$ cat src/verilog/mem_map_pkg.sv
package mem_map_pkg;

    ////////////////////////////////////////////////////////////////////////////
    // Widths and address map
    ////////////////////////////////////////////////////////////////////////////

    localparam int ADDR_WIDTH      = 39;
    localparam int DATA_WIDTH      = 64;
    localparam int PERI_DATA_WIDTH = 32;
    localparam int PERI_ADDR_WIDTH = 32;
    localparam int WALK_ADDR_WIDTH = 56;

    localparam logic [31:0] PERIPHERAL_BASE_ADDR = 32'h10000000;
    localparam logic [31:0] EXT_FIFO_ADDRESS     = 32'he0001030;

    // Qualifying fetch cycles before cache traffic is let through
    localparam int WARMUP_CYCLES = 3;

    ////////////////////////////////////////////////////////////////////////////
    // Encodings
    ////////////////////////////////////////////////////////////////////////////

    typedef enum logic [1:0] {
        OP_NONE  = 2'd0,
        OP_LOAD  = 2'd1,
        OP_STORE = 2'd2
    } mem_op_t;

    typedef enum logic [1:0] {
        REGION_CACHE,
        REGION_PERIPHERAL,
        REGION_FIFO
    } mem_region_t;

    typedef enum logic [2:0] {
        IDLE,
        ISSUE,
        SETTLE,
        WAIT,
        RETURN
    } seq_state_t;

    ////////////////////////////////////////////////////////////////////////////
    // Bundles
    ////////////////////////////////////////////////////////////////////////////

    typedef struct packed {
        mem_op_t                 op;
        logic [ADDR_WIDTH-1:0]   addr;
        logic [DATA_WIDTH-1:0]   wdata;
        logic [7:0]              byte_enb;
    } mem_req_t;

    typedef struct packed {
        logic                       start;
        logic                       write;
        logic [PERI_ADDR_WIDTH-1:0] addr;
        logic [PERI_DATA_WIDTH-1:0] wdata;
        logic [3:0]                 wstrb;
    } peri_req_t;

    typedef struct packed {
        logic                       valid;
        logic [WALK_ADDR_WIDTH-1:0] addr;
    } walk_req_t;

    typedef struct packed {
        logic                       valid;
        logic [WALK_ADDR_WIDTH-1:0] data;
    } walk_rsp_t;

endpackage

$ cat src/verilog/walk_stub_responder.sv
`timescale 1ns/1ps

module walk_stub_responder
(
    input  logic                    CLK,
    input  logic                    RSTN,
    input  mem_map_pkg::walk_req_t  req,
    output mem_map_pkg::walk_rsp_t  rsp
);

    logic                                    rsp_valid;
    logic [mem_map_pkg::WALK_ADDR_WIDTH-1:0] rsp_data;

    always_ff @(posedge CLK)
    begin
        if (!RSTN)
            rsp_valid <= 1'b0;
        else
            rsp_valid <= req.valid;
    end

    // Page table entry stands in as the word address
    always_ff @(posedge CLK)
    begin
        if (req.valid)
            rsp_data <= req.addr >> 2;
    end

    assign rsp = '{valid: rsp_valid, data: rsp_data};

endmodule

$ cat src/verilog/mem_access_router.sv
`timescale 1ns/1ps

module mem_access_router
(
    input  logic                                     CLK,
    input  logic                                     RSTN,
    input  mem_map_pkg::mem_req_t                    proc_req,
    input  logic                                     ins_cache_ready,
    input  logic                                     itlb_ready,
    input  logic                                     fetch_stalled,
    input  logic                                     dat_cache_ready,
    input  logic                                     dtlb_ready,
    input  logic                                     seq_stall_fetch,
    input  logic                                     seq_stall_data,
    input  logic                                     seq_load_valid,
    input  logic [mem_map_pkg::PERI_DATA_WIDTH-1:0]  seq_load_data,
    input  logic [mem_map_pkg::DATA_WIDTH-1:0]       dat_cache_rdata,
    output mem_map_pkg::mem_req_t                    cache_req,
    output mem_map_pkg::mem_region_t                 region,
    output logic                                     fetch_enable,
    output logic                                     data_ready,
    output logic                                     warm,
    output logic                                     fifo_wr_enb,
    output logic [mem_map_pkg::DATA_WIDTH-1:0]       fifo_wr_data,
    output logic [mem_map_pkg::DATA_WIDTH-1:0]       load_data
);

    logic [mem_map_pkg::WARMUP_CYCLES-1:0] warm_sr;
    logic                                  fetch_qual;
    logic                                  cache_ok;
    logic                                  fifo_take;

    // FIFO address wins over the peripheral range
    always_comb
    begin
        if (proc_req.addr == mem_map_pkg::EXT_FIFO_ADDRESS)
            region = mem_map_pkg::REGION_FIFO;
        else if (proc_req.addr >= mem_map_pkg::PERIPHERAL_BASE_ADDR)
            region = mem_map_pkg::REGION_PERIPHERAL;
        else
            region = mem_map_pkg::REGION_CACHE;
    end

    assign fetch_qual   = ins_cache_ready & itlb_ready & ~fetch_stalled & ~seq_stall_fetch;
    assign fetch_enable = fetch_qual & warm;
    assign data_ready   = dat_cache_ready & dtlb_ready & ~seq_stall_data;

    // Warm-up chain, one stage per qualifying fetch cycle
    always_ff @(posedge CLK)
    begin
        if (!RSTN)
            warm_sr <= '0;
        else if (fetch_qual)
            warm_sr <= {warm_sr[mem_map_pkg::WARMUP_CYCLES-2:0], 1'b1};
    end

    assign warm = warm_sr[mem_map_pkg::WARMUP_CYCLES-1];

    assign cache_ok = (region == mem_map_pkg::REGION_CACHE) & ins_cache_ready & itlb_ready & warm;

    always_comb
    begin
        cache_req = proc_req;
        if (!cache_ok)
            cache_req.op = mem_map_pkg::OP_NONE;
    end

    ////////////////////////////////////////////////////////////////////////////
    // External FIFO write port
    ////////////////////////////////////////////////////////////////////////////

    assign fifo_take = (region == mem_map_pkg::REGION_FIFO) &
                       (proc_req.op == mem_map_pkg::OP_STORE) & data_ready & warm;

    always_ff @(posedge CLK)
    begin
        if (!RSTN)
            fifo_wr_enb <= 1'b0;
        else
            fifo_wr_enb <= fifo_take;
    end

    always_ff @(posedge CLK)
    begin
        if (fifo_take)
            fifo_wr_data <= proc_req.wdata;
    end

    // Peripheral word replaces cache data for its return cycle
    assign load_data = seq_load_valid ?
        {{(mem_map_pkg::DATA_WIDTH - mem_map_pkg::PERI_DATA_WIDTH){1'b0}}, seq_load_data} :
        dat_cache_rdata;

endmodule

$ cat src/verilog/peripheral_sequencer.sv
`timescale 1ns/1ps

module peripheral_sequencer
(
    input  logic                                     CLK,
    input  logic                                     RSTN,
    input  mem_map_pkg::mem_req_t                    proc_req,
    input  mem_map_pkg::mem_region_t                 region,
    input  logic                                     fetch_enable,
    input  logic                                     data_ready,
    input  logic                                     warm,
    input  logic                                     dat_cache_ready,
    input  logic                                     dtlb_ready,
    input  logic                                     peri_done,
    input  logic [mem_map_pkg::PERI_DATA_WIDTH-1:0]  peri_rdata,
    output mem_map_pkg::peri_req_t                   peri_req,
    output logic                                     seq_stall_fetch,
    output logic                                     seq_stall_data,
    output logic                                     seq_load_valid,
    output logic [mem_map_pkg::PERI_DATA_WIDTH-1:0]  seq_load_data
);

    mem_map_pkg::seq_state_t state_q;
    mem_map_pkg::seq_state_t state_d;

    logic                                    accept;
    logic                                    bp_ok;
    logic                                    busy;
    logic                                    done_window;
    logic                                    done_seen;
    logic                                    done_any;
    logic                                    start_q;
    logic                                    wr_q;
    logic [mem_map_pkg::PERI_ADDR_WIDTH-1:0] addr_q;
    logic [mem_map_pkg::PERI_DATA_WIDTH-1:0] wdata_q;
    logic [3:0]                              wstrb_q;
    logic [mem_map_pkg::PERI_DATA_WIDTH-1:0] rdata_q;

    assign accept = (state_q == mem_map_pkg::IDLE) &
                    (region == mem_map_pkg::REGION_PERIPHERAL) &
                    ((proc_req.op == mem_map_pkg::OP_LOAD) |
                     (proc_req.op == mem_map_pkg::OP_STORE)) &
                    data_ready & fetch_enable & warm;

    assign bp_ok = dat_cache_ready & dtlb_ready;

    assign busy = (state_q == mem_map_pkg::ISSUE) |
                  (state_q == mem_map_pkg::SETTLE) |
                  (state_q == mem_map_pkg::WAIT);

    // Done can only follow the start pulse
    assign done_window = busy & ~start_q;
    assign done_any    = done_seen | (peri_done & done_window);

    ////////////////////////////////////////////////////////////////////////////
    // FSM
    ////////////////////////////////////////////////////////////////////////////

    always_comb
    begin
        state_d = state_q;
        case (state_q)
            mem_map_pkg::IDLE:
                if (accept)
                    state_d = mem_map_pkg::ISSUE;
            mem_map_pkg::ISSUE:
                if (bp_ok)
                    state_d = mem_map_pkg::SETTLE;
            mem_map_pkg::SETTLE:
                if (bp_ok)
                    state_d = mem_map_pkg::WAIT;
            mem_map_pkg::WAIT:
                if (bp_ok && done_any)
                    state_d = mem_map_pkg::RETURN;
            default:
                state_d = mem_map_pkg::IDLE;
        endcase
    end

    always_ff @(posedge CLK)
    begin
        if (!RSTN)
        begin
            state_q   <= mem_map_pkg::IDLE;
            start_q   <= 1'b0;
            done_seen <= 1'b0;
        end
        else
        begin
            state_q <= state_d;
            start_q <= accept;
            if (accept)
                done_seen <= 1'b0;
            else if (peri_done && done_window)
                done_seen <= 1'b1;
        end
    end

    // Request fields, low half of the processor word
    always_ff @(posedge CLK)
    begin
        if (accept)
        begin
            wr_q    <= (proc_req.op == mem_map_pkg::OP_STORE);
            addr_q  <= proc_req.addr[mem_map_pkg::PERI_ADDR_WIDTH-1:0];
            wdata_q <= proc_req.wdata[mem_map_pkg::PERI_DATA_WIDTH-1:0];
            wstrb_q <= proc_req.byte_enb[3:0];
        end
        if (peri_done && done_window)
            rdata_q <= peri_rdata;
    end

    assign peri_req = '{start: start_q, write: wr_q, addr: addr_q, wdata: wdata_q, wstrb: wstrb_q};

    assign seq_stall_fetch = busy;
    assign seq_stall_data  = busy;
    assign seq_load_valid  = (state_q == mem_map_pkg::RETURN);
    assign seq_load_data   = rdata_q;

endmodule

$ cat src/verilog/mem_steer_top.sv
`timescale 1ns/1ps

module mem_steer_top
(
    input  logic                                     CLK,
    input  logic                                     RSTN,
    input  mem_map_pkg::mem_req_t                    proc_req,
    input  logic                                     ins_cache_ready,
    input  logic                                     itlb_ready,
    input  logic                                     fetch_stalled,
    input  logic                                     dat_cache_ready,
    input  logic                                     dtlb_ready,
    input  logic [mem_map_pkg::DATA_WIDTH-1:0]       dat_cache_rdata,
    output mem_map_pkg::mem_req_t                    cache_req,
    output logic                                     fetch_enable,
    output logic                                     data_ready,
    output logic [mem_map_pkg::DATA_WIDTH-1:0]       load_data,
    output mem_map_pkg::peri_req_t                   peri_req,
    input  logic                                     peri_done,
    input  logic [mem_map_pkg::PERI_DATA_WIDTH-1:0]  peri_rdata,
    output logic                                     fifo_wr_enb,
    output logic [mem_map_pkg::DATA_WIDTH-1:0]       fifo_wr_data,
    input  mem_map_pkg::walk_req_t                   ins_walk_req,
    input  mem_map_pkg::walk_req_t                   dat_walk_req,
    output mem_map_pkg::walk_rsp_t                   ins_walk_rsp,
    output mem_map_pkg::walk_rsp_t                   dat_walk_rsp
);

    mem_map_pkg::mem_region_t                region;
    logic                                    warm;
    logic                                    seq_stall_fetch;
    logic                                    seq_stall_data;
    logic                                    seq_load_valid;
    logic [mem_map_pkg::PERI_DATA_WIDTH-1:0] seq_load_data;

    mem_access_router router
    (
        .CLK             (CLK),
        .RSTN            (RSTN),
        .proc_req        (proc_req),
        .ins_cache_ready (ins_cache_ready),
        .itlb_ready      (itlb_ready),
        .fetch_stalled   (fetch_stalled),
        .dat_cache_ready (dat_cache_ready),
        .dtlb_ready      (dtlb_ready),
        .seq_stall_fetch (seq_stall_fetch),
        .seq_stall_data  (seq_stall_data),
        .seq_load_valid  (seq_load_valid),
        .seq_load_data   (seq_load_data),
        .dat_cache_rdata (dat_cache_rdata),
        .cache_req       (cache_req),
        .region          (region),
        .fetch_enable    (fetch_enable),
        .data_ready      (data_ready),
        .warm            (warm),
        .fifo_wr_enb     (fifo_wr_enb),
        .fifo_wr_data    (fifo_wr_data),
        .load_data       (load_data)
    );

    peripheral_sequencer sequencer
    (
        .CLK             (CLK),
        .RSTN            (RSTN),
        .proc_req        (proc_req),
        .region          (region),
        .fetch_enable    (fetch_enable),
        .data_ready      (data_ready),
        .warm            (warm),
        .dat_cache_ready (dat_cache_ready),
        .dtlb_ready      (dtlb_ready),
        .peri_done       (peri_done),
        .peri_rdata      (peri_rdata),
        .peri_req        (peri_req),
        .seq_stall_fetch (seq_stall_fetch),
        .seq_stall_data  (seq_stall_data),
        .seq_load_valid  (seq_load_valid),
        .seq_load_data   (seq_load_data)
    );

    // Page-walk stand-ins for both TLBs
    walk_stub_responder ins_walk
    (
        .CLK  (CLK),
        .RSTN (RSTN),
        .req  (ins_walk_req),
        .rsp  (ins_walk_rsp)
    );

    walk_stub_responder dat_walk
    (
        .CLK  (CLK),
        .RSTN (RSTN),
        .req  (dat_walk_req),
        .rsp  (dat_walk_rsp)
    );

endmodule

$ cat config.mk
export PLATFORM = sky130hd
export DESIGN_NAME = mem_steer_top
export DESIGN_NICKNAME = d
export VERILOG_FILES = /design/src/verilog/mem_map_pkg.sv /design/src/verilog/walk_stub_responder.sv /design/src/verilog/mem_access_router.sv /design/src/verilog/peripheral_sequencer.sv /design/src/verilog/mem_steer_top.sv
export SDC_FILE = /design/constraint.sdc
export NUM_CORES = 1
export LEC_CHECK = 0
export ABC_AREA = 1
export BUFFER_PORTS_ARGS = -buffer_cell sky130_fd_sc_hd__buf_2
export CAP_MARGIN = 20
export CORE_AREA = 4 4 292 294
export DETAILED_ROUTE_END_ITERATION = 10
export DIE_AREA = 0 0 296 298
export PLACE_DENSITY = 0.44
export SLEW_MARGIN = 20
export SYNTH_ARGS = -nofsm -noshare
export SYNTH_HDL_FRONTEND = slang
export SYNTH_SLANG_ARGS = --single-unit
$ cat constraint.sdc
create_clock -name CLK -period 10.89 [get_ports CLK]
set_input_delay 0.5445 -clock CLK [delete_from_list [all_inputs] [get_ports CLK]]
set_output_delay 0.5445 -clock CLK [all_outputs]
set_load 0.02 [all_outputs]
==> summary.txt, run 1 <==
synth warn: 0
share of post-route cells with drive strength above 1: 0.590
Post-Syn Area: 10500 sq um
drc violations: 0
RSZ-0062 raised after global routing: false
status: completed
Yosys cell types: 24
clock root buffer: clkbuf_16
PD cells: 171 nW/um^2
first-pass GRT wire length: 60.7 mm
CTS tree: yes
clock latency on the worst-skew pair: 0.54 ns
port bufs: 742
sequential element share of the synthesized area: 0.804
drt total wl: 45.9 mm
CP required: 10.35 ns
clk_skew: 0.0142 ns
CP Launch Type: register
clock share of power: 0.429
Synth Area in Simple Gates: 0.0777
Avg Cell Area, Syn: 15.2 sq um
Sequential Area: 8420 sq um
# rows: 106
total core area: 82900 sq um
Internal: 2.03 mW
All-Layer GR Usage: 0.0970
CP max FO: 65
WP data arrival: 2.85 ns
clock buffer depth: 3
Fmax: 295 MHz
final core utilization: 0.191
combinational family with the most area after synthesis: buffers and inverters
critical path class: register to output pin
post-synthesis xor/xnor area fraction: 0
Max VDD drop: 108 uV
initial antenna violation count: 26
post-layout instance area: 15800 sq um
compound-cell area share of the yosys netlist: 0.00442
fillers: 9065
postcts setup bufs: 0
routed vias: 7862
sw frac: 0.249
CTS Buf Count: 36
fin. max-slew vios: 0
initial core utilization: 0.126
drt initial violations: 356
HP Class: input port to register
Initial DRT Pass Iterations: 4
Worst Tran Pin Value: 1.04 ns
Avg Vias per Cell: 3.19
ANT nets after route: 0
Power Total: 2.70 mW
Mapped Cells: 690
max_slew headroom: 0.303
Reg clk slew, reported paths: 0.06 ns
Gate power share: 0.105
H-tree depth: 2
Yosys reg bits: 284
worst hold margin: 0.181 ns
GR Overflow Total: 0
Final TNS setup: 0 ns
clock period minus worst slack: 3.39 ns
DR WL/cell: 18.6 microns
leakage power: 6.95 nW
max-cap violations: 0
Hold Buf Count CTS: 0
Final Cycle Share: 0.311
via count of the first global-routing pass: 8388
chip height: 298 microns
final hold violations: 0
Net Sw Power: 0.672 mW
pin count of the biggest net entering global routing: 69
I/O pin total: 759
Placed Area: 14600 sq um
clock sink total: 284
PostCTS Resize Cnt: 0
mux contribution to synthesized area: 0
Total Die Area: 88200 sq um
Final GP Congestion: 0.821
Adder-Cell Fraction of Synth Area: 0.00120
Finish-stage setup viols: 0
DP HPWL: 38.0 mm
Die X-Extent: 296 microns
Area Overhead vs Synth: 51.3%
sequential power share: 0.466
element type at the critical path end: output pin
nets: 1681
multi-input logic area: 900 sq um
==> cells by family (layout without fill, tap and decap cells) <==
logic type                 after synthesis  count (layout)
DFF                                    284             284
other                                    1              14
buffers and inverters                  190             874
AOI/OAI and AO/OA                        9               9
adders and majority gates                1               1
and+or+nand+nor                        205             205
==> worst max-delay path: stages (launching register included) <==
cell and delay (ns):
dfxtp_1 0.35, nor2_2 0.15, inv_2 0.08, nor2_4 0.07, buf_4 0.50, inv_1 0.50
buf_8 0.29, nand2_1 0.07, nand2_1 0.05, buf_2 0.16
==> cell usage in the layout (no fill, tap or decap), types with 2 or more instances in the layout <==
master | netlist | layout
o21ai_0 | 2 | 2
conb_1 | 1 | 4
clkinv_1 | 0 | 2
inv_2 | 1 | 3
a21oi_1 | 6 | 6
clkbuf_16 | 0 | 38
nand4_1 | 2 | 2
nand2_4 | 2 | 2
edfxtp_1 | 273 | 273
nor3_1 | 3 | 2
buf_2 | 7 | 741
nand2_2 | 3 | 3
nor2_1 | 68 | 67
nand3_1 | 2 | 2
nand2_1 | 121 | 121
diode_2 | 0 | 10
clkbuf_8 | 0 | 3
clkinv_4 | 0 | 2
clkbuf_1 | 3 | 10
inv_6 | 0 | 2
inv_1 | 59 | 57
dfxtp_1 | 11 | 11
clkinv_2 | 1 | 8
buf_4 | 119 | 5
==> worst paths after layout <==
path                                     start                                    end  slack (ns)  cells after the start
max reg2reg  sequencer.state_q[0]$_SDFFE_PN0P_          sequencer.addr_q[6]$_DFFE_PP_        8.49                     10
min reg2reg     router.warm_sr[0]$_SDFFE_PN0P_         router.warm_sr[0]$_SDFFE_PN0P_        0.48                      2
max          sequencer.state_q[0]$_SDFFE_PN0P_                          load_data[14]        7.50                      9
min                             peri_rdata[22]  sequencer.seq_load_data[22]$_DFFE_PP_        0.18                      1
==> power groups by stage <==
stage / Combinational (mW) / Sequential, mW / Clock, mW
detailed placement: 0.290 / 1.28 / 0
finish: 0.284 / 1.26 / 1.16
floorplan: 0.109 / 1.32 / 0
global route: 0.305 / 1.26 / 1.25
global placement: 0.289 / 1.28 / 0
CTS: 0.290 / 1.26 / 1.21
==> sequential cells by signal (all words and copies together) (netlist names) <==
signal,cells
sequencer.wstrb_q,4
dat_walk.rsp_valid,1
router.warm_sr,3
sequencer.seq_load_data,32
sequencer.start_q,1
router.fifo_wr_enb,1
sequencer.state_q,3
router.fifo_wr_data,64
ins_walk.rsp_data,54
sequencer.wr_q,1
sequencer.wdata_q,32
sequencer.addr_q,32
ins_walk.rsp_valid,1
sequencer.done_seen,1
dat_walk.rsp_data,54
==> cell type report <==
cell class / count / area share
Tap cell: 1080 / 0.0854
Clock buffer: 51 / 0.0650
Antenna cell: 10 / 0.00158
Timing Repair Buffer: 747 / 0.238
Inverter: 61 / 0.0145
Sequential cell: 284 / 0.532
Multi-Input combinational cell: 219 / 0.0568
Clock inverter: 15 / 0.00727
==> metal layers <==
layer  part of all wire  wire length [microns]  global-route usage
met4              0.029                   1330              0.0323
met1               0.32                  14700              0.0897
met5            0.00085                     39                   0
met2               0.54                  24700               0.189
met3               0.11                   5180              0.0400
==> through the flow <==
step / cells / worst slack [ns]
2_1_floorplan: 693 / 4.87
3_3_place_gp: 2390 / 7.92
3_5_place_dp: 2390 / 7.84
4_1_cts: 2456 / 7.24
5_1_grt: 2460 / 7.12
6_report: 2467 / 7.50
==> cell usage after synthesis <==
master    instances  area share
a21oi_1           6      0.0029
nand3_1           2     0.00096
o21ai_0           2     0.00096
inv_1            59       0.021
dfxtp_1          11       0.021
nand2_1         121       0.043
ha_1              1      0.0012
nand2_4           2      0.0022
conb_1            1     0.00036
clkbuf_1          3      0.0011
nand4_1           2      0.0012
nand2_2           3      0.0018
nor4_1            1     0.00060
buf_2             7      0.0033
clkinv_2          1     0.00048
and2_0            1     0.00060
nor2_2            1     0.00060
inv_2             1     0.00036
nor3_1            3      0.0014
or3_1             1     0.00060
edfxtp_1        273        0.78
o22ai_1           1     0.00060
buf_4           119       0.085
nor2_1           68       0.024
Note: power is estimated with default switching activity, not from simulation.
==> run 2: changes to the inputs <==
Settings changed: CORE_AREA 4 4 292 294 to 4 4 294 296, DIE_AREA 0 0 296 298 to 0 0 298 300.
Clock period 10.89 ns to 3.5 ns, I/O delays scaled along.
==> summary.txt, run 2 (synthesized netlist as in run 1, its figures left out) <==
CP Launch Type: register (unchanged)
leakage power: 7.99 nW (was 6.95 nW)
Sequential Area: 8420 sq um (unchanged)
WP data arrival: 2.39 ns (was 2.85 ns)
Area Overhead vs Synth: 74.5% (was 51.3%)
# rows: 106 (unchanged)
All-Layer GR Usage: 0.0972 (was 0.0970)
highest-count cells in the layout ignoring fill and taps: buf_2 (742), edfxtp_1 (273), dlygate4sd3_1 (242), nand2_1 (121), nor2_1 (67) (was buf_2 (741), edfxtp_1 (273), nand2_1 (121), nor2_1 (67), inv_1 (57))
Max VDD drop: 338 uV (was 108 uV)
HP Class: input port to register (unchanged)
max layer used: met5 (unchanged)
GR Overflow Total: 0 (unchanged)
Worst Tran Pin Value: 1.04 ns (about the same)
worst reg2reg startpoint: sequencer.state_q[0]$_SDFFE_PN0P_ (unchanged)
initial antenna violation count: 7 (was 26)
Final Cycle Share: 0.734
r2r endpoint: sequencer.wstrb_q[3]$_DFFE_PP_ (was sequencer.addr_q[6]$_DFFE_PP_)
nets: 1928 (was 1681)
share of post-route cells with drive strength above 1: 0.504 (was 0.590)
I/O pin total: 759 (unchanged)
hold path start: proc_req[112] (was peri_rdata[22])
CP max FO: 32 (was 65)
max_slew headroom: 0.310 (was 0.303)
clock sink total: 284 (unchanged)
Avg Vias per Cell: 3.23 (was 3.19)
RSZ-0062 raised after global routing: false (unchanged)
Reg clk slew, reported paths: 0.05 ns (was 0.06 ns)
Final GP Congestion: 0.923 (was 0.821)
clk_skew: 0.0138 ns (was 0.0142 ns)
Met3 Wirelength: 5.06 mm (was 5.18 mm)
wl on met1: 16.8 mm (was 14.7 mm)
CTS tree: yes (unchanged)
hold path depth: 2 (was 1)
via count of the first global-routing pass: 9534 (was 8388)
clock period minus worst slack: 2.57 ns
first-pass GRT wire length: 64.6 mm (was 60.7 mm)
R2R setup slack: 1.16 ns (was 8.49 ns)
WHS Endpoint: sequencer.wr_q$_DFFE_PP_ (was sequencer.seq_load_data[22]$_DFFE_PP_)
drt initial violations: 452 (was 356)
Initial DRT Pass Iterations: 5 (was 4)
port bufs: 742 (unchanged)
total core area: 83600 sq um (was 82900 sq um)
metal2 WL: 22.4 mm (was 24.7 mm)
routed vias: 8730 (was 7862)
multi-input logic area: 906 sq um (was 900 sq um)
CTS Buf Count: 35 (was 36)
critical path class: register to output pin (unchanged)
fillers: 8993 (was 9065)
chip height: 300 microns (was 298 microns)
Total Die Area: 89400 sq um (was 88200 sq um)
CP required: 3.32 ns (was 10.35 ns)
Largest regs: router.fifo_wr_data: 64 flops, dat_walk.rsp_data: 54 flops, ins_walk.rsp_data: 54 flops (unchanged)
final hold violations: 0 (unchanged)
final core utilization: 0.219 (was 0.191)
Post-Layout Cell Count: 2701 (was 2467)
ANT nets after route: 0 (unchanged)
Die X-Extent: 298 microns (was 296 microns)
H-tree depth: 2 (unchanged)
drt total wl: 46.1 mm (was 45.9 mm)
Fmax: 389 MHz
PD cells: 472 nW/um^2 (was 171 nW/um^2)
initial core utilization: 0.125 (was 0.126)
max-cap violations: 0 (unchanged)
Finish-stage setup viols: 0 (unchanged)
clock latency on the worst-skew pair: 0.54 ns (about the same)
R2R depth: 10 (unchanged)
Placed Instances: 2397 (was 2390)
fin. max-slew vios: 0 (unchanged)
DR WL/cell: 17.1 microns (was 18.6 microns)
clock buffer depth: 3 (unchanged)
Largest register FFs: 64 (unchanged)
Final TNS setup: 0 ns (unchanged)
worst hold margin: 0.0482 ns (was 0.181 ns)
clock root buffer: clkbuf_16 (unchanged)
commonest non-fill, non-tap cell in the layout: buf_2 (unchanged)
drc violations: 0 (unchanged)
element type at the critical path end: output pin (unchanged)
status: completed (unchanged)
most flop-heavy register: router.fifo_wr_data (unchanged)
pin count of the biggest net entering global routing: 71 (was 69)
DP HPWL: 36.2 mm (was 38.0 mm)
[run 2: cell count changes in the layout (fill, tap and decap cells not counted), sizes merged]
cell	delta
dlygate4sd3	+242
diode	-9
clkbuf	-8
buf	+6
bufinv	+2
clkinvlp	+2
inv	-2
clkinv	+1
[run 2: power by group]
part           internal, mW  switching [mW]  leakage (nW)  total [mW]
sequential             3.88          0.0404          2.63        3.92
combinational         0.476           0.646          4.81        1.12
clock                  2.13            1.45         0.542        3.58
[run 2: worst max-delay path by stage]
stage                                      startpoint                                 to  cells after the start
floorplan           sequencer.state_q[0]$_SDFFE_PN0P_   router.fifo_wr_data[0]$_DFFE_PP_                      7
global placement                         proc_req[75]  router.fifo_wr_data[42]$_DFFE_PP_                      9
detailed placement                       proc_req[75]  router.fifo_wr_data[49]$_DFFE_PP_                      9
CTS                 sequencer.state_q[0]$_SDFFE_PN0P_                      load_data[14]                      7
global route        sequencer.state_q[0]$_SDFFE_PN0P_                      load_data[14]                      7
finish              sequencer.state_q[0]$_SDFFE_PN0P_                      load_data[14]                      7
[run 2: worst max-delay path, cell delays in order (launching register included)]
cell and delay (ns):
dfxtp_1 0.41, nor2_2 0.08, inv_2 0.10, nor2_4 0.05
inv_1 0.73, nand2_1 0.20, nand2_1 0.11, buf_2 0.16
[run 2: repair_timing]
| action | 4_1_cts | 5_1_grt |
|---|---|---|
| hold buffers | 242 | 0 |
| endpoints found under the setup margin | 0 | 0 |
| endpoints found under the hold margin | 275 | 0 |
| setup buffers | 0 | 0 |
| resized for setup | 0 | 0 |
[run 2: final cells by class]
class,instances,share of cell area
antenna,1,0.000137
sequential,284,0.461
tap,1080,0.0740
timing repair buffer,995,0.341
inverter,61,0.0127
clock buffer,43,0.0513
clock inverter,18,0.0102
multi-input combinational,219,0.0496
[run 2: routing by layer]
layer | vias to the layer above | global-route usage
met5 | - | 0
li1 | 4029 | -
met2 | 542 | 0.170
met4 | 2 | 0.0379
met3 | 78 | 0.0388
met1 | 4079 | 0.106
[run 2: metrics by stage]
step,instance area [sq um],setup WS [ns],power [mW]
after global routing,18300,0.741,9.01
after CTS,18300,0.847,8.81
after global placement,14700,0.849,4.88
final,18300,0.932,8.61
after floorplan,10500,0.370,4.46
after detailed placement,14700,0.947,4.89
